<file path="config.mk">
export PLATFORM = sky130hd
export DESIGN_NAME = gram_arbiter
export DESIGN_NICKNAME = d
export VERILOG_FILES = /design/src/source/gram_pkg.sv /design/src/source/gram_arbiter.sv
export VERILOG_INCLUDE_DIRS = /design/src /design/src/source
export SDC_FILE = /design/constraint.sdc
export NUM_CORES = 1
export LEC_CHECK = 0
export BUFFER_PORTS_ARGS = -buffer_cell sky130_fd_sc_hd__buf_2
export CORE_AREA = 2 2 460 462
export CTS_CLUSTER_DIAMETER = 50
export DETAILED_ROUTE_END_ITERATION = 8
export DIE_AREA = 0 0 462 464
export HOLD_SLACK_MARGIN = 0.03
export PLACE_DENSITY_LB_ADDON = 0.1
export SLEW_MARGIN = 15
export SYNTH_ARGS = -nofsm -noshare
export SYNTH_HDL_FRONTEND = slang
export SYNTH_SLANG_ARGS = --single-unit
</file>
<file path="constraint.sdc">
create_clock -name clk -period 4.7 [get_ports clk]
set_input_delay 1.41 -clock clk [delete_from_list [all_inputs] [get_ports clk]]
set_output_delay 1.41 -clock clk [all_outputs]
set_load 0.03 [all_outputs]
</file>
<file path="src/source/mmacc_params.svh">
// Sizes, widths and APB register map of the accumulation engine
`ifndef MMACC_PARAMS_SVH
`define MMACC_PARAMS_SVH

// ==========================================================================
// GRAM geometry
// ==========================================================================
`define GRAM_NB    2
`define LANES      4
`define LANE_W     2
`define MOD_Q_W    32
`define GRAM_ADD_W 6
`define GRAM_ID_W  1

// ==========================================================================
// APB map
// ==========================================================================
`define APB_ADD_W         12
`define APB_DATA_W        32
`define APB_CTRL_OFS      12'h000
`define APB_STATUS_OFS    12'h004
`define APB_COUNT_OFS     12'h008
// Window select, bank select and lowest address bit
`define APB_GRAM_BIT      11
`define APB_GRAM_BANK_BIT 9
`define APB_GRAM_ADD_LSB  3

`endif

</file>
<file path="src/source/gram_pkg.sv">
// GRAM types: coefficient-group address, bank id, bank one-hot, coefficient
`include "mmacc_params.svh"

package gram_pkg;

  // Address of one group of LANES coefficients
  typedef logic [`GRAM_ADD_W-1:0] gram_add_t;

  // Bank number
  typedef logic [`GRAM_ID_W-1:0] gram_id_t;

  // One bit per bank
  typedef logic [`GRAM_NB-1:0] gram_1h_t;

  // Single coefficient, arithmetic wraps at 2^MOD_Q_W
  typedef logic [`MOD_Q_W-1:0] coef_t;

endpackage

</file>
<file path="src/source/gram_arbiter.sv">
// GRAM arbiter: per-bank port mux between accumulation pipeline and APB
`timescale 1ns/10ps
`include "mmacc_params.svh"

module gram_arbiter (
  input  logic                                          clk,
  input  logic                                          s_rst_n,
  input  gram_pkg::gram_1h_t                            busy_1h,
  input  gram_pkg::gram_1h_t                            prod_bank_1h,
  // Pipeline side
  input  logic [`GRAM_NB-1:0]                           acc_gram_rd_en,
  input  gram_pkg::gram_add_t [`GRAM_NB-1:0]            acc_gram_rd_add,
  output gram_pkg::coef_t [`GRAM_NB-1:0][`LANES-1:0]    gram_acc_rd_data,
  output logic [`GRAM_NB-1:0]                           gram_acc_rd_data_avail,
  input  logic [`GRAM_NB-1:0][`LANES-1:0]               acc_gram_wr_en,
  input  gram_pkg::gram_add_t [`GRAM_NB-1:0]            acc_gram_wr_add,
  input  gram_pkg::coef_t [`GRAM_NB-1:0][`LANES-1:0]    acc_gram_wr_data,
  output gram_pkg::gram_1h_t                            garb_acc_wr_avail_1h,
  // APB side
  input  logic                                          apb_gram_req,
  input  logic                                          apb_gram_wr,
  input  gram_pkg::gram_id_t                            apb_gram_bank,
  input  gram_pkg::gram_add_t                           apb_gram_add,
  input  logic [`LANE_W-1:0]                            apb_gram_lane,
  input  gram_pkg::coef_t                               apb_gram_wdata,
  output logic                                          apb_gram_gnt,
  output gram_pkg::coef_t                               apb_gram_rdata,
  // Bank side
  output logic [`GRAM_NB-1:0]                           gram_rd_en,
  output gram_pkg::gram_add_t [`GRAM_NB-1:0]            gram_rd_add,
  input  gram_pkg::coef_t [`GRAM_NB-1:0][`LANES-1:0]    gram_rd_data,
  input  logic [`GRAM_NB-1:0]                           gram_rd_data_avail,
  output logic [`GRAM_NB-1:0][`LANES-1:0]               gram_wr_en,
  output gram_pkg::gram_add_t [`GRAM_NB-1:0]            gram_wr_add,
  output gram_pkg::coef_t [`GRAM_NB-1:0][`LANES-1:0]    gram_wr_data
);

  gram_pkg::gram_1h_t  apb_bank_1h;
  gram_pkg::gram_1h_t  apb_gnt_1h;
  logic                apb_rd_q;
  gram_pkg::gram_id_t  apb_rd_bank_q;
  logic [`LANE_W-1:0]  apb_rd_lane_q;

  // ==========================================================================
  // Grant
  // ==========================================================================
  assign apb_bank_1h  = gram_pkg::gram_1h_t'(1) << apb_gram_bank;
  // Bank must be idle and not taking a new product this cycle
  assign apb_gram_gnt = apb_gram_req & ~|(apb_bank_1h & (busy_1h | prod_bank_1h));
  assign apb_gnt_1h   = {`GRAM_NB{apb_gram_gnt}} & apb_bank_1h;

  assign garb_acc_wr_avail_1h = ~apb_gnt_1h;

  // Port mux per bank
  always_comb begin
    for (int b = 0; b < `GRAM_NB; b++) begin
      if (apb_gnt_1h[b]) begin
        gram_rd_en[b]   = ~apb_gram_wr;
        gram_rd_add[b]  = apb_gram_add;
        gram_wr_en[b]   = apb_gram_wr ? (`LANES'(1) << apb_gram_lane) : '0;
        gram_wr_add[b]  = apb_gram_add;
        // Same word on all lanes, the enable picks one
        gram_wr_data[b] = {`LANES{apb_gram_wdata}};
      end else begin
        gram_rd_en[b]   = acc_gram_rd_en[b];
        gram_rd_add[b]  = acc_gram_rd_add[b];
        gram_wr_en[b]   = acc_gram_wr_en[b];
        gram_wr_add[b]  = acc_gram_wr_add[b];
        gram_wr_data[b] = acc_gram_wr_data[b];
      end
    end
  end

  // ==========================================================================
  // Read return
  // ==========================================================================
  always_ff @(posedge clk) begin
    if (!s_rst_n) begin
      apb_rd_q <= 1'b0;
    end else begin
      apb_rd_q <= apb_gram_gnt & ~apb_gram_wr;
    end
  end

  always_ff @(posedge clk) begin
    apb_rd_bank_q <= apb_gram_bank;
    apb_rd_lane_q <= apb_gram_lane;
  end

  assign apb_gram_rdata   = gram_rd_data[apb_rd_bank_q][apb_rd_lane_q];
  assign gram_acc_rd_data = gram_rd_data;

  // Hide APB-owned reads from the pipeline
  always_comb begin
    for (int b = 0; b < `GRAM_NB; b++) begin
      gram_acc_rd_data_avail[b] = gram_rd_data_avail[b]
                                & ~(apb_rd_q && apb_rd_bank_q == gram_pkg::gram_id_t'(b));
    end
  end

endmodule

</file>
==> results_dict.tcl <==
set metrics [dict create \
    outcome "finished clean" \
    clockBufferDepth 2 \
    antenna_left 0 \
    hold_viol 0 \
    fin_hold_ws_ns 1.35 \
    syn_inst 713 \
    tightest_slew_ns 0.877 \
    critPathMaxFanout 36 \
    cts_setup_buffers 0 \
    antenna_found_initial 70 \
    drc 0 \
    core_area_mm2 0.209 \
    crit_arrival_ns 3.23 \
    peakVddDrop_v 0.0000612 \
    dr.pass1.iters 5 \
    required_ns 3.29 \
    drive_above_1_share_pct 81.6 \
    min_period_over_period_pct 98.8 \
    rsz0062_at_grt "no" \
    clkTransAtPathRegs_ns 0.03 \
    powerDensity_mw_per_mm2 135 \
    synth_cell_type_count 21 \
    cts_resized 0 \
    grt_pass1_wl_mm 118 \
    grt_util_all_layers_pct 8.49 \
    grt-ovfl-total 0 \
    hold_buffers 0 \
    tns_ns 0 \
    ioPinCount 1180 \
    grt_max_degree 37 \
    drv_cap 0 \
    slew_violations 0 \
    wire_per_inst_um 21.6 \
    portBuffers 1179 \
    h-tree-depth 1 \
    cts.sinks 4 \
    dieArea_mm2 0.214 \
    gp_congestion 0.792 \
    start_kind "input port" \
    p_leak_uw 0.00679 \
    synth_seq_area_share_pct 1.07 \
    fin_nets 2233 \
    cp-startpoint "apb_gram_bank" \
    critical_path_class "in -> out" \
    vias_per_cell 2.22 \
    syn_area_mm2 0.00749 \
    worstSetupEndpointType "primary output" \
    area_growth_pct 105 \
    die_w_um 462 \
    fin_crit_ns 4.64 \
    drtIter0Drc 255 \
    fp-row-count 168 \
    finalSetupViolCount 0 \
    initial_core_util_pct 3.58 \
    synth_seq_cells 4 \
    numCtsBuffers 3 \
    via_count 9940 \
    syn_area_per_cell_um2 10.5 \
    yosys_warnings 0 \
    relSlewSlack_pct 41.5 \
    cts_tree "built" \
    clockRootBuffer "clkbuf_16" \
    detailed_place_hpwl_mm 89.5 \
    fmax_ghz 0.215 \
    holdCritStartpoint "apb_gram_lane[1]" \
    dieHeight_um 464 \
    fillCellCount 24800 \
    synth_nets 1310 \
    grt_pass1_vias 10600 \
    wl_mm 96.8 \
    min_path_type "in -> reg" \
]
-- critical path, cell delays in order --
cell	delay [ns]
buf_2	0.12
or4b_4	0.63
buf_12	0.20
buf_4	0.25
mux2_1	0.31
buf_2	0.18
-- path summary, 6_finish.rpt --
check | end | slack [ns] | cells after the start
hold / removal | apb_rd_lane_q[1] | 1.35 | 1
setup / recovery | gram_wr_data[92] | 0.06 | 6
-- metal layers --
metal	track usage (%)	routed length, um
met5	0	157
met4	3.08	3810
met3	1.86	6610
met2	18.0	55900
met1	7.51	30300
-- flip-flops by register name, summed over array words and instances (netlist names) --
register / count
apb_rd_bank_q: 1
apb_rd_q: 1
apb_rd_lane_q: 2
-- power breakdown --
part           leakage [uW]  total, uW  internal [uW]  switching [uW]
Sequential        0.0000341       55.2           35.4            19.8
Clock             0.0000372        132            109            23.3
Combinational       0.00671       1880            631            1250
-- through the flow --
step / setup WS [ns] / util (%) / total power [uW] / cells / area [um^2]
after floorplan: 0.466 / - / 1200 / 713 / 7490
after global placement: 0.0447 / 7.26 / 2020 / 4436 / 15200
after detailed placement: 0.0336 / 7.26 / 1990 / 4436 / 15200
after CTS: 0.0271 / 7.30 / 2130 / 4439 / 15300
after global routing: 0.0203 / 7.32 / 2190 / 4459 / 15300
final: 0.0562 / 7.34 / 2070 / 4473 / 15400
-- kinds of logic (layout without fill, tap and decap cells) --
| family | Yosys count | in the layout | share of synthesized area, % |
|---|---|---|---|
| muxes | 386 | 386 | 67.6 |
| buffers and inverters | 311 | 1232 | 30.0 |
| and+or+nand+nor | 8 | 8 | 0.952 |
| AOI/OAI and AO/OA | 4 | 4 | 0.384 |
| DFF | 4 | 4 | 1.07 |
| other | 0 | 34 | 0 |
-- cells in the final DEF (no fill, tap or decap) --
cell type	instances
a2111oi_0	1
a21boi_0	2
a21oi_1	1
and3_1	1
and3b_1	2
buf_12	11
buf_2	1172
buf_4	41
clkbuf_16	3
dfxtp_1	1
dfxtp_2	1
dfxtp_4	2
diode_2	34
inv_1	5
mux2_1	282
mux2_2	38
mux2i_1	2
mux4_2	64
nand4bb_4	1
nor3b_1	1
or3_1	1
or3b_1	1
or4b_4	1
-- layout make-up --
class / count / area, um^2 / area share, %
Clock buffer: 3 / 75.1 / 0.489
Sequential cell: 4 / 88.8 / 0.579
Tap cell: 2805 / 3510 / 22.9
Inverter: 5 / 18.8 / 0.122
Multi-Input combinational cell: 398 / 5180 / 33.7
Timing Repair Buffer: 1224 / 6390 / 41.6
Antenna cell: 34 / 85.1 / 0.554
-- Yosys cell counts --
library cell | count | area (um^2)
and3_1 | 1 | 6.26
buf_1 | 6 | 22.5
mux2i_1 | 2 | 20.0
a21boi_0 | 2 | 15.0
buf_2 | 20 | 100
nor3b_1 | 1 | 7.51
mux2_2 | 38 | 428
mux4_2 | 64 | 1440
buf_4 | 257 | 1930
or3b_1 | 1 | 8.76
and3b_1 | 2 | 17.5
or4b_4 | 1 | 13.8
inv_1 | 5 | 18.8
buf_6 | 12 | 135
or3_1 | 1 | 6.26
a21oi_1 | 1 | 5.00
nand4bb_1 | 1 | 11.3
dfxtp_1 | 4 | 80.1
mux2_1 | 282 | 3180
a2111oi_0 | 1 | 8.76
clkbuf_1 | 11 | 41.3
No activity file was read; power rests on OpenSTA's default activity.
