File: src/source/mmacc_params.svh
// Sizes, widths and APB register map of the accumulation engine
`ifndef MMACC_PARAMS_SVH
`define MMACC_PARAMS_SVH

// ==========================================================================
// GRAM geometry
// ==========================================================================
`define GRAM_NB    2
`define LANES      4
`define LANE_W     2
`define MOD_Q_W    32
`define GRAM_ADD_W 6
`define GRAM_ID_W  1

// ==========================================================================
// APB map
// ==========================================================================
`define APB_ADD_W         12
`define APB_DATA_W        32
`define APB_CTRL_OFS      12'h000
`define APB_STATUS_OFS    12'h004
`define APB_COUNT_OFS     12'h008
// Window select, bank select and lowest address bit
`define APB_GRAM_BIT      11
`define APB_GRAM_BANK_BIT 9
`define APB_GRAM_ADD_LSB  3

`endif

File: src/source/gram_pkg.sv
// GRAM types: coefficient-group address, bank id, bank one-hot, coefficient
`include "mmacc_params.svh"

package gram_pkg;

  // Address of one group of LANES coefficients
  typedef logic [`GRAM_ADD_W-1:0] gram_add_t;

  // Bank number
  typedef logic [`GRAM_ID_W-1:0] gram_id_t;

  // One bit per bank
  typedef logic [`GRAM_NB-1:0] gram_1h_t;

  // Single coefficient, arithmetic wraps at 2^MOD_Q_W
  typedef logic [`MOD_Q_W-1:0] coef_t;

endpackage

File: src/source/mmacc_feed.sv
// Product feed with read request issue and a delay line aligned to the read return
`timescale 1ns/10ps
`include "mmacc_params.svh"

module mmacc_feed (
  input  logic                            clk,
  input  logic                            s_rst_n,
  input  logic                            enable,
  input  logic                            overwrite,
  input  logic                            prod_valid,
  input  gram_pkg::gram_id_t              prod_bank,
  input  gram_pkg::gram_add_t             prod_add,
  input  gram_pkg::coef_t [`LANES-1:0]    prod_data,
  output logic                            a0_do_read,
  output gram_pkg::gram_add_t             a0_rd_add,
  output gram_pkg::gram_id_t              a0_rd_grid,
  output logic                            s0_mask_null,
  output logic                            s1_avail,
  output gram_pkg::gram_add_t             s1_add,
  output gram_pkg::gram_id_t              s1_grid,
  output gram_pkg::coef_t [`LANES-1:0]    s1_ntt_acc_data,
  output gram_pkg::gram_1h_t              busy_1h
);

  // Read return lands at stage DLY
  // Write-back done by stage TRK
  localparam int DLY = 5;
  localparam int TRK = 8;

  gram_pkg::gram_1h_t [TRK:1]              trk_1h;
  gram_pkg::gram_1h_t                      a0_1h;
  gram_pkg::gram_id_t [DLY:1]              d_bank;
  gram_pkg::gram_add_t [DLY:1]             d_add;
  // Overwrite flag is used one stage before the payload
  logic [DLY-1:1]                          d_ovw;
  gram_pkg::coef_t [DLY:1][`LANES-1:0]     d_data;

  // Products while disabled are dropped here
  assign a0_do_read = prod_valid & enable;
  assign a0_rd_add  = prod_add;
  assign a0_rd_grid = prod_bank;
  assign a0_1h      = {`GRAM_NB{a0_do_read}} & (gram_pkg::gram_1h_t'(1) << prod_bank);

  // Bank occupancy that also carries the valid bit
  always_ff @(posedge clk) begin
    if (!s_rst_n) begin
      trk_1h <= '0;
    end else begin
      trk_1h <= {trk_1h[TRK-1:1], a0_1h};
    end
  end

  // Payload delay line
  always_ff @(posedge clk) begin
    d_bank <= {d_bank[DLY-1:1], prod_bank};
    d_add  <= {d_add[DLY-1:1], prod_add};
    d_ovw  <= {d_ovw[DLY-2:1], overwrite};
    d_data <= {d_data[DLY-1:1], prod_data};
  end

  assign s0_mask_null    = d_ovw[DLY-1];
  assign s1_avail        = |trk_1h[DLY];
  assign s1_add          = d_add[DLY];
  assign s1_grid         = d_bank[DLY];
  assign s1_ntt_acc_data = d_data[DLY];

  always_comb begin
    busy_1h = '0;
    for (int i = 1; i <= TRK; i++) begin
      busy_1h = busy_1h | trk_1h[i];
    end
  end

endmodule

File: config.mk
export PLATFORM = sky130hd
export DESIGN_NAME = mmacc_feed
export DESIGN_NICKNAME = d
export VERILOG_FILES = /design/src/source/gram_pkg.sv /design/src/source/mmacc_feed.sv
export VERILOG_INCLUDE_DIRS = /design/src /design/src/source
export SDC_FILE = /design/constraint.sdc
export NUM_CORES = 1
export LEC_CHECK = 0
export ABC_AREA = 1
export BUFFER_PORTS_ARGS = -buffer_cell sky130_fd_sc_hd__buf_2
export CORE_AREA = 3 3 210 171
export DETAILED_ROUTE_END_ITERATION = 16
export DIE_AREA = 0 0 213 174
export PLACE_DENSITY = 0.66
export SLEW_MARGIN = 20
export SYNTH_ARGS = -nofsm -noshare
export SYNTH_HDL_FRONTEND = slang
export SYNTH_SLANG_ARGS = --single-unit
File: constraint.sdc
create_clock -name clk -period 1.4 [get_ports clk]
set_clock_uncertainty 0.05 [all_clocks]
set_input_delay 0.14 -clock clk [delete_from_list [all_inputs] [get_ports clk]]
set_output_delay 0.14 -clock clk [all_outputs]
set_load 0.01 [all_outputs]
==> run_results.csv, run 1 <==
group,metric,value,unit
floorplan,dieArea,0.0371,mm^2
logic_synthesis,synth_xor_area_share,0,%
power_and_ir_drop,power.switching,0.00727,W
power_and_ir_drop,cellPowerDensity,1920,mW/mm^2
clock_network,cts_tree,"built",
detailed_routing,first_drt_pass_iteration_count,4,
timing,drv_slew,0,
logic_synthesis,synth-adder-area-share,0,%
clock_network,insertion_delay,570,ps
power_and_ir_drop,seq_power_share,56.5,%
worst_setup_path,rr_worst_depth,3,
logic_synthesis,net_count_after_synthesis,1042,
logic_synthesis,yosys.area.top_type,"sky130_fd_sc_hd__dfxtp_1",
floorplan,fp.coreArea,0.0337,mm^2
hold_path,hold_path.class,"input pin to flop",
timing,rsz0062_at_grt,"yes",
place,port-buffer-count,286,
job,max_cap_viol_count,0,
power_and_ir_drop,power.internal,0.0300,W
detailed_routing,ant_nets,0,
timing,worst-slew-pin-transition,251,ps
logic_synthesis,synth.avg_cell_area,16.9,um^2
worst_setup_path,path_buf_inv,2,
place,detailed_place_hpwl,12500,um
timing,timing_hold_violations_final,0,
logic_synthesis,cell_area_synth,0.0152,mm^2
clock_network,worst_setup_hold_path_clk_slew,60,ps
clock_network,clock_path_buffers,3,
worst_setup_path,cp-start-kind,"flop",
detailed_routing,drt_iter0_markers,246,
power_and_ir_drop,ir_worst_vdd,0.00131,V
worst_setup_path,crit_path_max_incr_delay,310,ps
worst_setup_path,cp_slowest_cell,"sky130_fd_sc_hd__dfxtp_1",
floorplan,start_util,45.2,%
worst_setup_path,worst_path_cell_trace,"inv_1 > nand2_1 > nor2_1 > nand2_1 > buf_2",
worst_setup_path,worst_setup_path_endpoint,"busy_1h[1]",
clock_network,cts_max_level,2,
worst_setup_path,critical_path_arrival,1320,ps
power_and_ir_drop,power_switching_share,19.5,%
timing,setup_total_negative_slack,-187,ps
logic_synthesis,synth_warnings,0,
worst_setup_path,crit_path_start,"trk_1h[13]",
timing,finalWorstPathRequiredPeriod,1510,ps
worst_setup_path,worstSetupPathDepth,5,
power_and_ir_drop,combinational_fraction_of_design_power,2.4,%
logic_synthesis,synth_seq_area_share,91.4,%
detailed_routing,routed_via_density,3.74,
worst_setup_path,setup.worst_path.class,"flop to primary output",
worst_setup_path,cpLargestDelayFamily,"flip-flops",
logic_synthesis,largest_family_of_logic_cells_by_synthesized_area,"buffers and inverters",
timing,fmaxAchievable,662,MHz
logic_synthesis,synth_compound_area_share,0,%
status,failed_checks,"negative setup slack",
cells_and_area,post_route_cells_drive_above_1_share,30.7,%
power_and_ir_drop,power.clock.fraction,41.1,%
timing,post_route_clock_period_utilization,108,%
cells_and_area,area_delta_synth_final,27.5,%
worst_setup_path,cpMostUsedCell,"sky130_fd_sc_hd__nand2_1",
worst_setup_path,regToRegEndpoint,"trk_1h[3]",
logic_synthesis,synthesis.instances,902,
detailed_routing,vias,6452,
logic_synthesis,synthDominantCellAreaShare,91.4,%
detailed_routing,drt-wirelength-per-cell,12.6,um
clock_network,root_buffer,"sky130_fd_sc_hd__clkbuf_16",
power_and_ir_drop,standby_leakage_power,8.76,nW
timing,max_slew_margin,83.3,%
timing,hold_slack,156,ps
logic_synthesis,yosys.cell_types.count,6,
clock_network,cts-buffers-inserted,57,
timing,final.setup.worst_slack,-111,ps
power_and_ir_drop,total_power,0.0372,W
floorplan,die_width,213,um
place,globalplace.congestion,0.736,
floorplan,io_pins,287,
grt,grt_first_pass_wirelength,33800,um
floorplan,row_count,60,
detailed_routing,wirelength,21800,um
worst_setup_path,reg2reg_from,"trk_1h[1]",
cells_and_area,antenna_cells,0,
status,result_of_the_run,"finished, violations left",
worst_setup_path,worstSetupEndpointType,"primary output",
worst_setup_path,worst-path-max-fanout,2,
worst_setup_path,worstPathRequired,1210,ps
logic_synthesis,ys_top_cells_by_area,"sky130_fd_sc_hd__dfxtp_1 91%, sky130_fd_sc_hd__buf_4 7.0%, sky130_fd_sc_hd__inv_1 0.79%",
grt,grt_pass1_vias,6918,
cells_and_area,post-route-util,57.6,%
grt,globalRouteTotalUtil,11.5,%
detailed_routing,drc,0,
cells_and_area,final_cell_count_no_fill,1723,
grt,grt-ovfl-total,0,
worst_setup_path,setup.reg_to_reg.worst_slack,720,ps
logic_synthesis,synth.mux.area_fraction,0,%
logic_synthesis,synthSimpleGateAreaFrac,0.813,%
timing,finalSetupViolations,2,
logic_synthesis,ys_ff_latch,695,
place,placed_cells_incl_taps,1480,
grt,largest_net_degree_at_the_start_of_global_routing,17,
cells_and_area,finish.net_count,1385,
floorplan,chipHeight,174,um
clock_network,numClockSinks,695,
hold_path,min_from,"prod_data[108]",
cells_and_area,filler_cell_count,2508,
grt,antenna_violations_before_repair,0,
==> power groups by stage <==
stage	clock [W]	combinational [W]	sequential, W
CTS	0.0158	0.000887	0.0211
finish	0.0153	0.000887	0.0211
floorplan	0	0.000430	0.0214
global route	0.0166	0.000959	0.0211
global placement	0	0.000567	0.0215
detailed placement	0	0.000571	0.0215
==> sequential cells by signal, indices dropped and copies added, names as in the netlist <==
register and flops:
s1_ntt_acc_data 128, d_ovw 4, trk_1h 16, s1_grid 1
s1_add 6, d_add 24, d_bank 4, d_data 512
==> Yosys cell counts <==
| master | n |
|---|---|
| sky130_fd_sc_hd__nand2_1 | 27 |
| sky130_fd_sc_hd__nor2_1 | 6 |
| sky130_fd_sc_hd__dfxtp_1 | 695 |
| sky130_fd_sc_hd__inv_1 | 32 |
| sky130_fd_sc_hd__buf_6 | 1 |
| sky130_fd_sc_hd__buf_4 | 141 |
==> timing repair <==
item | in CTS | in global routing
endpoints found under the hold margin | 152 | 0
setup buffers | 0 | 1
gates cloned | 0 | 0
pin swaps | 3 | 6
setup endpoints to repair | 2 | 3
hold buffers | 139 | 0
gates resized for setup | 8 | 9
==> metrics by stage <==
stage | worst slack (ps) | instance area [um^2]
after floorplan | 647 | 15200
after global placement | 522 | 16100
after detailed placement | 438 | 16100
after CTS | -158 | 19400
after global routing | -209 | 19400
final | -111 | 19400
==> cells by family (layout without fill, tap and decap cells) <==
group / after synthesis / in the layout
DFF: 695 / 695
buffers and inverters: 174 / 561
and+or+nand+nor: 33 / 33
==> how the worst min path moves through the flow <==
stage	end	slack [ps]	cells after the start
floorplan	d_add[0]	120	0
global placement	d_data[5]	190	1
detailed placement	d_data[104]	190	1
CTS	d_data[90]	110	2
global route	d_data[124]	130	2
finish	d_data[108]	160	2
==> layout make-up <==
| cell class | count | area (um^2) | area share [%] |
|---|---|---|---|
| repair buffers | 426 | 2830 | 14.6 |
| clock inverters | 23 | 218 | 1.12 |
| well taps | 434 | 543 | 2.80 |
| inverters | 32 | 120 | 0.619 |
| multi-input cells | 33 | 131 | 0.677 |
| flip-flops and latches | 695 | 13900 | 71.7 |
| clock buffers | 80 | 1640 | 8.47 |
==> cell usage in the layout (no fill, tap or decap) <==
cell and instances:
sky130_fd_sc_hd__buf_2 286, sky130_fd_sc_hd__buf_4 1, sky130_fd_sc_hd__bufinv_16 2, sky130_fd_sc_hd__clkbuf_1 11, sky130_fd_sc_hd__clkbuf_16 58, sky130_fd_sc_hd__clkbuf_8 11
sky130_fd_sc_hd__clkinv_2 10, sky130_fd_sc_hd__clkinv_4 3, sky130_fd_sc_hd__clkinv_8 2, sky130_fd_sc_hd__clkinvlp_4 3, sky130_fd_sc_hd__dfxtp_1 688, sky130_fd_sc_hd__dfxtp_2 7
sky130_fd_sc_hd__dlygate4sd3_1 139, sky130_fd_sc_hd__inv_1 25, sky130_fd_sc_hd__inv_2 7, sky130_fd_sc_hd__inv_6 3, sky130_fd_sc_hd__nand2_1 25, sky130_fd_sc_hd__nand2_2 2
sky130_fd_sc_hd__nor2_1 5, sky130_fd_sc_hd__nor2_2 1
==> layer usage <==
metal	vias to the layer above	wire length (um)	track usage, %	part of all wire, %
met5	-	0	0	0
met3	51	1370	3.75	6.3
met4	0	592	4.60	2.7
met1	2933	8310	11.7	38
met2	180	11500	21.7	53
li1	3288	-	-	-
No activity file was read; power rests on OpenSTA's default activity.
==> inputs of run 2 (changes only) <==
Settings changed: PLACE_DENSITY 0.66 to 0.67.
==> run 2 against run 1 <==
  * The run still ends with negative setup slack left
  * Critical path depth unchanged
  * Sequential cell count unchanged
  * Sequential share of layout area down 0.38 points
  * Global-route usage up 0.25 points
  * Clock-buffer cell count down 7
  * Clock power up 5%
  * Register-to-register slack about the same
  * Combinational power about the same
  * Largest power group unchanged
==> run_results.csv, run 2 (synthesis results as in run 1) <==
group,metric,value,unit
timing,post_route_clock_period_utilization,105,%
timing,fmaxAchievable,679,MHz
worst_setup_path,worstSetupEndpointType,"primary output",
floorplan,fp.coreArea,0.0337,mm^2
clock_network,cts_tree,"built",
grt,grt-ovfl-total,0,
cells_and_area,layout.area.seq,0.0139,mm^2
hold_path,hold_path.class,"input pin to flop",
timing,finalWorstPathRequiredPeriod,1470,ps
detailed_routing,drt_iter0_markers,200,
detailed_routing,first_drt_pass_iteration_count,4,
timing,rsz0062_at_grt,"yes",
timing,timing_hold_violations_final,0,
floorplan,die_width,213,um
cells_and_area,post-route-cell-area,0.0195,mm^2
worst_setup_path,worst-path-max-fanout,2,
cells_and_area,finish.net_count,1386,
cells_and_area,multi_input_comb_area,126,um^2
power_and_ir_drop,total_power,0.0380,W
cells_and_area,area_delta_synth_final,28.2,%
timing,max_slew_margin,83.1,%
worst_setup_path,cp-start-kind,"flop",
cells_and_area,leading_cell_type_in_the_layout_fill_and_taps_excluded,"sky130_fd_sc_hd__dfxtp_1",
clock_network,insertion_delay,570,ps
detailed_routing,vias,6446,
grt,grtUsageMet3,3.55,%
clock_network,worst_setup_hold_path_clk_slew,70,ps
job,max_cap_viol_count,0,
worst_setup_path,setup.reg_to_reg.worst_slack,710,ps
cells_and_area,regMostFlops,"d_data",
cells_and_area,layout.cells.most_common_list,"687 x sky130_fd_sc_hd__dfxtp_1, 285 x sky130_fd_sc_hd__buf_2, 139 x sky130_fd_sc_hd__dlygate4sd3_1, 58 x sky130_fd_sc_hd__clkbuf_16, 26 x sky130_fd_sc_hd__nand2_1",
grt,largest_net_degree_at_the_start_of_global_routing,18,
cells_and_area,post_route_cells_drive_above_1_share,31.2,%
cells_and_area,antenna_cells,0,
detailed_routing,drt-wirelength-per-cell,13.0,um
worst_setup_path,crit_path_start,"trk_1h[8]",
place,port-buffer-count,286,
cells_and_area,final_cell_count_no_fill,1727,
timing,drv_slew,0,
grt,grt_first_pass_wirelength,34100,um
clock_network,clock_path_buffers,3,
grt,use_met1,12.9,%
detailed_routing,ant_nets,0,
place,placed_cells_incl_taps,1480,
detailed_routing,routed_via_density,3.73,
place,globalplace.congestion,0.715,
clock_network,numClockSinks,695,
grt,globalRouteTotalUtil,11.8,%
place,detailed_place_hpwl,12600,um
clock_network,cts-buffers-inserted,57,
cells_and_area,largest_register_ffs,512,
worst_setup_path,worstPathRequired,1210,ps
worst_setup_path,regToRegEndpoint,"trk_1h[9]",
clock_network,cts_max_level,2,
clock_network,root_buffer,"sky130_fd_sc_hd__clkbuf_16",
floorplan,chipHeight,174,um
status,failed_checks,"negative setup slack",
floorplan,start_util,45.2,%
detailed_routing,drc,0,
power_and_ir_drop,ir_worst_vdd,0.00119,V
power_and_ir_drop,standby_leakage_power,8.80,nW
timing,final.setup.worst_slack,-72.4,ps
place,pre_cts_ws,507,ps
grt,grt_pass1_vias,6775,
detailed_routing,wirelength,22400,um
hold_path,min_from,"prod_data[79]",
worst_setup_path,reg2reg_from,"trk_1h[7]",
worst_setup_path,critical_path_arrival,1280,ps
timing,hold_slack,145,ps
status,result_of_the_run,"finished, violations left",
worst_setup_path,setup.worst_path.class,"flop to primary output",
power_and_ir_drop,cellPowerDensity,1950,mW/mm^2
floorplan,io_pins,287,
grt,gr-max-usage-layer,"met2",
place,place_area,0.0161,mm^2
worst_setup_path,worst_setup_path_endpoint,"busy_1h[0]",
timing,finalSetupViolations,2,
grt,antenna_violations_before_repair,0,
worst_setup_path,rr_worst_depth,3,
timing,worst-slew-pin-transition,254,ps
floorplan,dieArea,0.0371,mm^2
floorplan,row_count,60,
grt,met2_usage,21.3,%
cells_and_area,filler_cell_count,2477,
-- run 2: cell type report --
cell class	count	area share, %
Clock buffer	73	8.14
Clock inverter	33	1.88
Inverter	32	0.616
Multi-Input combinational cell	33	0.648
Sequential cell	695	71.3
Tap cell	434	2.78
Timing Repair Buffer	427	14.6
-- run 2: routing by layer --
metal / vias up / routed length [um]
met5: - / 0
met4: 0 / 560
met3: 51 / 1290
met2: 182 / 11500
met1: 2927 / 9080
li1: 3286 / -
-- run 2: timing repair --
item	in CTS	in global routing
gates resized for setup	8	11
buffers inserted	2	0
pin swaps	6	5
endpoints found under the hold margin	152	0
endpoints found under the setup margin	2	3
hold buffers	139	0
-- run 2: how the worst min path moves through the flow --
stage	to	slack, ps	depth (start not counted)
after floorplan	d_add[0]	120	0
after global routing	d_data[122]	120	2
after global placement	d_data[7]	190	1
after CTS	d_data[79]	100	2
final	d_data[79]	150	2
after detailed placement	d_data[81]	190	1
-- run 2: worst max-delay path: stages, from the launching register on --
cell and delay, ps:
sky130_fd_sc_hd__dfxtp_2 320, sky130_fd_sc_hd__inv_2 60, sky130_fd_sc_hd__nand2_1 60, sky130_fd_sc_hd__nor2_1 90, sky130_fd_sc_hd__nand2_1 60, sky130_fd_sc_hd__buf_2 140
-- run 2: power breakdown --
group | total (W) | internal (W) | switching (W)
Combinational | 0.000889 | 0.000538 | 0.000351
Clock | 0.0161 | 0.00921 | 0.00684
Sequential | 0.0211 | 0.0208 | 0.000243
-- run 2: through the flow --
| step | utilization, % | setup TNS [ps] |
|---|---|---|
| after floorplan | - | 0 |
| after global placement | 47.9 | 0 |
| after detailed placement | 47.9 | 0 |
| after CTS | 57.9 | -232 |
| after global routing | 57.9 | -354 |
| final | 57.9 | -143 |
