===== src/source/mmacc_params.svh =====
// Sizes, widths and APB register map of the accumulation engine
`ifndef MMACC_PARAMS_SVH
`define MMACC_PARAMS_SVH

// ==========================================================================
// GRAM geometry
// ==========================================================================
`define GRAM_NB    2
`define LANES      4
`define LANE_W     2
`define MOD_Q_W    32
`define GRAM_ADD_W 6
`define GRAM_ID_W  1

// ==========================================================================
// APB map
// ==========================================================================
`define APB_ADD_W         12
`define APB_DATA_W        32
`define APB_CTRL_OFS      12'h000
`define APB_STATUS_OFS    12'h004
`define APB_COUNT_OFS     12'h008
// Window select, bank select and lowest address bit
`define APB_GRAM_BIT      11
`define APB_GRAM_BANK_BIT 9
`define APB_GRAM_ADD_LSB  3

`endif


===== src/source/gram_pkg.sv =====
// GRAM types: coefficient-group address, bank id, bank one-hot, coefficient
`include "mmacc_params.svh"

package gram_pkg;

  // Address of one group of LANES coefficients
  typedef logic [`GRAM_ADD_W-1:0] gram_add_t;

  // Bank number
  typedef logic [`GRAM_ID_W-1:0] gram_id_t;

  // One bit per bank
  typedef logic [`GRAM_NB-1:0] gram_1h_t;

  // Single coefficient, arithmetic wraps at 2^MOD_Q_W
  typedef logic [`MOD_Q_W-1:0] coef_t;

endpackage


===== src/source/mmacc_pkg.sv =====
// Control types: APB register selector and APB slave FSM states
package mmacc_pkg;

  // ==========================================================================
  // Register selector
  // ==========================================================================
  typedef enum logic [1:0] {
    REG_CTRL   = 2'd0,
    REG_STATUS = 2'd1,
    REG_COUNT  = 2'd2,
    // Coefficient window from 0x800 upward
    REG_GRAM   = 2'd3
  } apb_reg_e;

  // ==========================================================================
  // APB slave FSM
  // ==========================================================================
  typedef enum logic [1:0] {
    IDLE       = 2'd0,
    // Waiting for the arbiter to free the bank
    WAIT_GRANT = 2'd1,
    READ_DATA  = 2'd2,
    DONE       = 2'd3
  } apb_state_e;

endpackage


===== src/source/mmacc_apb_regs.sv =====
// APB slave: control and status registers, write-back counter, GRAM window
`timescale 1ns/10ps
`include "mmacc_params.svh"

module mmacc_apb_regs (
  input  logic                      clk,
  input  logic                      s_rst_n,
  input  logic [`APB_ADD_W-1:0]     paddr,
  input  logic                      psel,
  input  logic                      penable,
  input  logic                      pwrite,
  input  logic [`APB_DATA_W-1:0]    pwdata,
  output logic [`APB_DATA_W-1:0]    prdata,
  output logic                      pready,
  output logic                      pslverr,
  output logic                      enable,
  output logic                      overwrite,
  input  logic                      acc_error,
  input  logic                      wr_done,
  output logic                      apb_gram_req,
  output logic                      apb_gram_wr,
  output gram_pkg::gram_id_t        apb_gram_bank,
  output gram_pkg::gram_add_t       apb_gram_add,
  output logic [`LANE_W-1:0]        apb_gram_lane,
  output gram_pkg::coef_t           apb_gram_wdata,
  input  logic                      apb_gram_gnt,
  input  gram_pkg::coef_t           apb_gram_rdata
);

  mmacc_pkg::apb_state_e     state;
  mmacc_pkg::apb_reg_e       sel;
  logic                      sel_ok;
  logic                      setup;
  logic [1:0]                ctrl;
  logic                      err_sticky;
  logic [`APB_DATA_W-1:0]    count;

  // ==========================================================================
  // Decode
  // ==========================================================================
  always_comb begin
    sel    = mmacc_pkg::REG_CTRL;
    sel_ok = 1'b1;
    if (paddr[`APB_GRAM_BIT]) begin
      sel = mmacc_pkg::REG_GRAM;
    end else begin
      case (paddr)
        `APB_CTRL_OFS:   sel = mmacc_pkg::REG_CTRL;
        `APB_STATUS_OFS: sel = mmacc_pkg::REG_STATUS;
        `APB_COUNT_OFS:  sel = mmacc_pkg::REG_COUNT;
        default:         sel_ok = 1'b0;
      endcase
    end
  end

  assign setup = (state == mmacc_pkg::IDLE) && psel && !penable;

  // Window fields held stable by the master
  assign apb_gram_req   = (state == mmacc_pkg::WAIT_GRANT);
  assign apb_gram_wr    = pwrite;
  assign apb_gram_bank  = paddr[`APB_GRAM_BANK_BIT];
  assign apb_gram_add   = paddr[`APB_GRAM_ADD_LSB +: `GRAM_ADD_W];
  assign apb_gram_lane  = paddr[`LANE_W-1:0];
  assign apb_gram_wdata = pwdata;

  // ==========================================================================
  // FSM
  // ==========================================================================
  always_ff @(posedge clk) begin
    if (!s_rst_n) begin
      state   <= mmacc_pkg::IDLE;
      pready  <= 1'b0;
      pslverr <= 1'b0;
      ctrl    <= '0;
    end else begin
      pready  <= 1'b0;
      pslverr <= 1'b0;
      case (state)
        mmacc_pkg::IDLE: begin
          if (setup && sel_ok && sel == mmacc_pkg::REG_GRAM) begin
            state <= mmacc_pkg::WAIT_GRANT;
          end else if (setup) begin
            // Registers answer with no wait state
            state   <= mmacc_pkg::DONE;
            pready  <= 1'b1;
            pslverr <= !sel_ok || (pwrite && sel != mmacc_pkg::REG_CTRL);
            if (pwrite && sel_ok && sel == mmacc_pkg::REG_CTRL) begin
              ctrl <= pwdata[1:0];
            end
          end
        end
        mmacc_pkg::WAIT_GRANT: begin
          if (apb_gram_gnt && pwrite) begin
            state  <= mmacc_pkg::DONE;
            pready <= 1'b1;
          end else if (apb_gram_gnt) begin
            state <= mmacc_pkg::READ_DATA;
          end
        end
        mmacc_pkg::READ_DATA: begin
          state  <= mmacc_pkg::DONE;
          pready <= 1'b1;
        end
        default: state <= mmacc_pkg::IDLE;
      endcase
    end
  end

  // Read data
  always_ff @(posedge clk) begin
    if (setup) begin
      case (sel)
        mmacc_pkg::REG_STATUS: prdata <= {{(`APB_DATA_W-1){1'b0}}, err_sticky};
        mmacc_pkg::REG_COUNT:  prdata <= count;
        default:               prdata <= {{(`APB_DATA_W-2){1'b0}}, ctrl};
      endcase
    end else if (state == mmacc_pkg::READ_DATA) begin
      prdata <= apb_gram_rdata;
    end
  end

  // Sticky error and write-back count
  always_ff @(posedge clk) begin
    if (!s_rst_n) begin
      err_sticky <= 1'b0;
      count      <= '0;
    end else begin
      err_sticky <= err_sticky | acc_error;
      if (wr_done) begin
        count <= count + 1'b1;
      end
    end
  end

  assign enable    = ctrl[0];
  assign overwrite = ctrl[1];

endmodule


===== config.mk =====
export PLATFORM = sky130hd
export DESIGN_NAME = mmacc_apb_regs
export DESIGN_NICKNAME = d
export VERILOG_FILES = /design/src/source/gram_pkg.sv /design/src/source/mmacc_pkg.sv /design/src/source/mmacc_apb_regs.sv
export VERILOG_INCLUDE_DIRS = /design/src /design/src/source
export SDC_FILE = /design/constraint.sdc
export NUM_CORES = 1
export LEC_CHECK = 0
export BUFFER_PORTS_ARGS = -buffer_cell sky130_fd_sc_hd__buf_2
export CORE_MARGIN = 2
export CORE_UTILIZATION = 27
export DETAILED_ROUTE_END_ITERATION = 7
export PLACE_DENSITY = 0.59
export SETUP_SLACK_MARGIN = 0.5
export SLEW_MARGIN = 0
export SYNTH_ARGS = -nofsm -noshare
export SYNTH_HDL_FRONTEND = slang
export SYNTH_SLANG_ARGS = --single-unit

===== constraint.sdc =====
create_clock -name clk -period 3.1 [get_ports clk]
set_input_delay 0 -clock clk [delete_from_list [all_inputs] [get_ports clk]]
set_output_delay 0 -clock clk [all_outputs]
set_load 0.01 [all_outputs]

==> impl_metrics.json, run 1 <==
{
  "pwr-share-seq_pct": 42.5,
  "startpoint": "state[0]",
  "drtAntennaViolNets": 0,
  "drive_gt1_share_pct": 28.64,
  "fin_crit_sh_pct": 73.08,
  "worstRegToRegCells": 6,
  "powerDensity_nw_per_um2": 633.0,
  "cp-endpoint": "prdata[1]",
  "drt_iter0_drc": 115,
  "switching_share_pct": 26.51,
  "critPathKind": "flip-flop to flip-flop",
  "finalSetupTns_ns": 0,
  "start_util_pct": 27.93,
  "yosysWarnings": 0,
  "tightest_slew_ns": 0.9708,
  "cts_resized": 0,
  "hp-class": "primary input to output pin",
  "critPathRequiredTime_ns": 3.30,
  "maxCapViolCount": 0,
  "dpl_worst_slack_ns": 0.8301,
  "drt_wl_total_um": 8462,
  "firstDrtPassIters": 6,
  "p_switching_w": 0.0007738,
  "htree_num_levels": 3,
  "ys_types": 42,
  "finalSetupViolations": 0,
  "status": "completed",
  "r2r-start": "state[0]",
  "global_route.usage.total_pct": 11.92,
  "vias_per_cell": 4.619,
  "ir_drop_mv": 0.2956,
  "cts.clk_slew.worst_paths_ns": 0.06,
  "grt_pass1_vias": 2775,
  "cts_sinks": 71,
  "gr-total-overflow": 0,
  "mostFrequentLayoutCell": "buf_2",
  "p_leak_nw": 1.804,
  "antenna_found_initial": 0,
  "cts_buffer_depth": 2,
  "hpwl_um": 6061,
  "cp.arrival_ns": 2.46,
  "maxSlewViolCount": 0,
  "p_int_w": 0.002145,
  "syn_inst": 342,
  "cts_tree": "yes",
  "clk_latency_ns": 0.33,
  "min_period_ns": 2.265,
  "grt_max_degree": 37,
  "slew-limit-headroom_pct": 34.93,
  "ys_ff_latch": 71,
  "n_antenna_cell": 0,
  "clockPowerShare_pct": 38.1,
  "die_w_um": 118.9,
  "rsz0062_at_grt": "no",
  "final.setup_skew_ns": 0.007786,
  "crit_path_end_kind": "flip-flop",
  "r2r_setup_slack_ns": 0.83,
  "max_freq_mhz": 441.4,
  "area_growth_pct": 29.25,
  "avgSynthCellArea_sq_um": 10.43,
  "synthFlopType": "dfxtp_1",
  "dr_total_vias": 2827,
  "fp.coreArea_sq_um": 12770,
  "ys_seq_area_share_pct": 48.82,
  "synth_area_sq_um": 3567,
  "die_h_um": 118.9,
  "rows": 41,
  "async_flop_share_pct": 0,
  "p_comb_share_pct": 19.4,
  "numCtsBuffers": 9,
  "io_pins": 163,
  "final_cell_mix": "buf_2 (102), dfxtp_1 (39), dlygate4sd3_1 (37)",
  "wl_per_cell_um": 13.83,
  "grt_pass1_wl_um": 13440,
  "hold_viol_final": 0,
  "root_buffer": "clkbuf_16",
  "min_path_cells": 0,
  "final_nets": 524,
  "r2r_end": "prdata[1]",
  "die_area_sq_um": 14150,
  "place.port_buffers": 102,
  "syn_nets": 431,
  "drc": 0,
  "fin_ws_ns": 0.8346,
  "path_max_fanout": 17,
  "n_fill_cell": 1283,
  "synth_edf_count": 32,
  "place_congestion": 0.6995,
  "startpoint_type": "flip-flop"
}
[cells by family (layout without fill, tap and decap cells)]
kind of cell / count (synthesis) / after routing / share of synthesized area (%)
compound gates: 82 / 82 / 16.49
mux: 3 / 3 / 0.8418
simple gates: 99 / 99 / 16.59
xor+xnor: 13 / 13 / 3.192
flops: 71 / 71 / 48.82
buf+inv: 69 / 167 / 12.31
fa+ha+maj: 5 / 5 / 1.754
[per-stage QoR]
| stage | power (W) | area, sq um | util (%) | hold slack (ns) | cells |
|---|---|---|---|---|---|
| detailed placement | 0.001803 | 3918 | 30.67 | 0.0001189 | 559 |
| global route | 0.003052 | 4611 | 36.10 | 0.00001505 | 612 |
| global placement | 0.001798 | 3918 | 30.67 | 0.0001189 | 559 |
| floorplan | 0.001603 | 3567 | - | 0.09177 | 342 |
| finish | 0.002919 | 4611 | 36.10 | 0.000004453 | 612 |
| CTS | 0.002956 | 4611 | 36.10 | 0.0001189 | 612 |
[per-layer routing]
| layer | share of wire [%] | track usage [%] | up-vias |
|---|---|---|---|
| li1 | - | - | 1438 |
| met1 | 45 | 14.42 | 1292 |
| met2 | 47 | 19.50 | 64 |
| met3 | 5.8 | 3.448 | 33 |
| met4 | 2.1 | 5.580 | 0 |
| met5 | 0 | 0 | - |
[state kept, by name, indices dropped and copies added, names as in the netlist]
register,cells
err_sticky,1
state,2
prdata,32
count,32
ctrl,2
pready,1
pslverr,1
[critical path, cell delays in order, from the launching register on]
cell and delay (ns):
dfxtp_1 0.34, inv_1 0.09, ha_1 0.24, nand3b_1 0.13, nor3_2 0.79, buf_4 0.37, a221o_1 0.17
[cells in the mapped netlist, types with 2 or more instances]
cell type	instances	area, sq um
buf_4	42	315.3
dfxtp_1	39	780.8
edfxtp_1	32	960.9
a22o_1	31	271.5
a21oi_1	23	115.1
nor2_1	20	75.07
nand3_1	15	75.07
o31ai_1	15	112.6
or4_1	14	105.1
nand2_1	10	37.54
clkbuf_1	9	33.78
xor2_1	9	78.83
and4_1	8	70.07
inv_1	8	30.03
and3_1	6	37.54
buf_2	6	30.03
nand4_1	6	37.54
ha_1	5	62.56
o21ai_0	5	25.02
xnor2_1	4	35.03
mux2i_1	3	30.03
nand2b_1	3	18.77
nor3_1	3	15.01
nor4_1	3	18.77
o21a_1	3	22.52
or3_1	3	18.77
buf_6	2	22.52
[power by group through the flow]
| stage | clock, W | sequential (W) | combinational, W |
|---|---|---|---|
| after floorplan | 0 | 0.00133 | 0.000271 |
| after global placement | 0 | 0.00126 | 0.000533 |
| after detailed placement | 0 | 0.00126 | 0.000539 |
| after CTS | 0.00113 | 0.00125 | 0.000577 |
| after global routing | 0.00117 | 0.00126 | 0.000620 |
| final | 0.00111 | 0.00124 | 0.000567 |
[what timing repair did]
item | 4_1_cts | 5_1_grt
hold buffers | 37 | 0
hold endpoints to repair | 40 | 0
setup buffers | 0 | 0
[how the worst min path moves through the flow]
stage | start | to | slack, ns
floorplan | paddr[3] | apb_gram_add[0] | 0.09
global placement | pwdata[11] | apb_gram_wdata[11] | 0.0001
detailed placement | pwdata[11] | apb_gram_wdata[11] | 0.0001
CTS | pwdata[11] | apb_gram_wdata[11] | 0.0001
global route | pwdata[27] | apb_gram_wdata[27] | 0.00002
finish | pwdata[24] | apb_gram_wdata[24] | 0.000004
[layout make-up]
class	count	area, sq um	share of cell area (%)
clock inverter	7	97.59	2.117
inverter	9	33.78	0.7327
sequential	71	1742	37.77
timing repair buffer	142	903.4	19.59
multi-input combinational	202	1394	30.23
clock buffer	9	225.2	4.885
tap	172	215.2	4.668
Note: power is estimated with default switching activity, not from simulation.
==> run 2: changes to the inputs <==
- clock period: 3.1 -> 2.3 ns (I/O delays scaled with it)
==> run 2 against run 1 <==
Effect of this change:
- non-clock buffer count increased by 12
- clock skew barely moved
- die area is the same
- critical path depth fell by 1
- sequential power is 34% higher
- final cell count grew 2.3%
- total power rose by 38%
- worst hold slack about the same
- via count rose by 5.7%
- sequential share of layout area down 1.3 points
- worst setup slack worse by 0.26 ns
- global-route usage is 1.1 points higher
==> impl_metrics.json, run 2 (synthesis gave the netlist of run 1 again) <==
{
  "status": "completed",
  "rows": 41,
  "fin_crit_sh_pct": 74.94,
  "path_max_fanout": 8,
  "drt_wl_total_um": 9029,
  "crit_chain": "ha_2, and4_4, nand4_4, or4_1, a21oi_1",
  "grt_max_degree": 36,
  "crit_slowest_cell": "or4_1",
  "place_area_sq_um": 3963,
  "die_area_sq_um": 14150,
  "drt_iter0_drc": 126,
  "cts_tree": "yes",
  "critPathRequiredTime_ns": 2.56,
  "place.port_buffers": 102,
  "drive_gt1_share_pct": 35.46,
  "n_fill_cell": 1253,
  "mostFrequentLayoutCell": "buf_2",
  "p_leak_nw": 1.938,
  "tightest_slew_ns": 0.4742,
  "cts_buffer_depth": 2,
  "ir_drop_mv": 0.3209,
  "wl_per_cell_um": 14.42,
  "maxSlewViolCount": 0,
  "powerDensity_nw_per_um2": 836.4,
  "maxCapViolCount": 0,
  "cts_sinks": 71,
  "multi_input_area_sq_um": 1474,
  "final_cell_mix": "buf_2 (102), dlygate4sd3_1 (36), edfxtp_1 (32)",
  "top_regs": "count: 32 flops, prdata: 32 flops",
  "seq_area_sq_um": 1759,
  "die_w_um": 118.9,
  "hold_viol_final": 0,
  "clk_latency_ns": 0.33,
  "drtAntennaViolNets": 0,
  "fp.coreArea_sq_um": 12770,
  "rsz0062_at_grt": "no",
  "die_h_um": 118.9,
  "p_total_w": 0.004033,
  "crit_path_end_kind": "flip-flop",
  "global_route.usage.total_pct": 12.98,
  "vias_per_cell": 4.772,
  "slew-limit-headroom_pct": 68.34,
  "place_congestion": 0.7573,
  "min_period_ns": 1.724,
  "gr-total-overflow": 0,
  "max_freq_mhz": 580.2,
  "area_growth_pct": 35.18,
  "final_cell_area_sq_um": 4822,
  "final_nets": 538,
  "root_buffer": "clkbuf_16",
  "drc": 0,
  "numCtsBuffers": 9,
  "cp.arrival_ns": 1.98,
  "grt_pass1_vias": 2949,
  "antenna_found_initial": 0,
  "firstDrtPassIters": 4,
  "htree_num_levels": 3,
  "critPathKind": "flip-flop to flip-flop",
  "start_util_pct": 27.93,
  "dr_total_vias": 2987,
  "grt_pass1_wl_um": 14620,
  "final.setup_skew_ns": 0.007586,
  "cts.clk_slew.worst_paths_ns": 0.06,
  "cp_slowest_stage_delay_ns": 0.54,
  "finalSetupTns_ns": 0,
  "n_antenna_cell": 0,
  "io_pins": 163,
  "hpwl_um": 6161,
  "finalSetupViolations": 0,
  "startpoint_type": "flip-flop",
  "hp-class": "primary input to output pin"
}
## run 2: cell types whose count changed in the layout (fill, tap and decap cells not counted), moves of 3 or more
cell     delta
buf_6       +3
and4_4      +4
and4_1      -4
buf_4      +10
dfxtp_1    -14
dfxtp_2    +14
## run 2: routing by layer
metal | vias up | track usage [%] | share of wire, %
met4 | 0 | 5.952 | 1.9
met5 | - | 0 | 0
met3 | 29 | 3.592 | 5.4
met1 | 1407 | 15.21 | 44
met2 | 75 | 21.98 | 49
li1 | 1476 | - | -
## run 2: layout make-up
type                    count  area share (%)
flip-flops and latches     71           36.48
multi-input cells         204           30.57
repair buffers            154           20.78
clock buffers              13           6.072
well taps                 172           4.463
clock inverters             3          0.9341
inverters                   9          0.7006
## run 2: path summary, 6_finish.rpt
path / endpoint / cells past startpoint / slack, ns / from
worst max-delay path: count[28] / 5 / 0.58 / count[0]
worst max register to register: count[28] / 5 / 0.58 / count[0]
worst min-delay path: apb_gram_wdata[24] / 0 / 0.000004 / pwdata[24]
worst min register to register: err_sticky / 2 / 0.49 / err_sticky
## run 2: per-stage QoR
step | cells | utilization [%] | hold WS (ns) | setup slack [ns]
2_1_floorplan | 342 | - | 0.09177 | 0.5690
3_3_place_gp | 565 | 31.02 | 0.0001189 | 0.2732
3_5_place_dp | 565 | 31.02 | 0.0001189 | 0.1981
4_1_cts | 625 | 37.21 | 0.0001189 | 0.4978
5_1_grt | 626 | 37.75 | 0.00001504 | 0.4869
6_report | 626 | 37.75 | 0.000003893 | 0.5765
## run 2: where the power goes
| part | total, W | switching [W] | leakage [nW] | internal (W) |
|---|---|---|---|---|
| clock | 0.00153 | 0.000526 | 0.167 | 0.00100 |
| combinational | 0.000846 | 0.000454 | 1.14 | 0.000392 |
| sequential | 0.00166 | 0.0000647 | 0.628 | 0.00159 |
| total | 0.00403 | 0.00104 | 1.94 | 0.00299 |
## run 2: critical path: cells and delay by family, from the launching register on
family / cells / cell delay (ns)
compound gates: 1 / 0.14
flops: 1 / 0.36
simple gates: 3 / 0.95
fa+ha+maj: 1 / 0.20
## run 2: what timing repair did
action	4_1_cts	5_1_grt
pin swaps	3	4
hold buffers	36	0
setup buffers	6	1
setup endpoints to repair	49	48
gates resized for setup	8	24
cloned	2	0
hold endpoints to repair	40	0
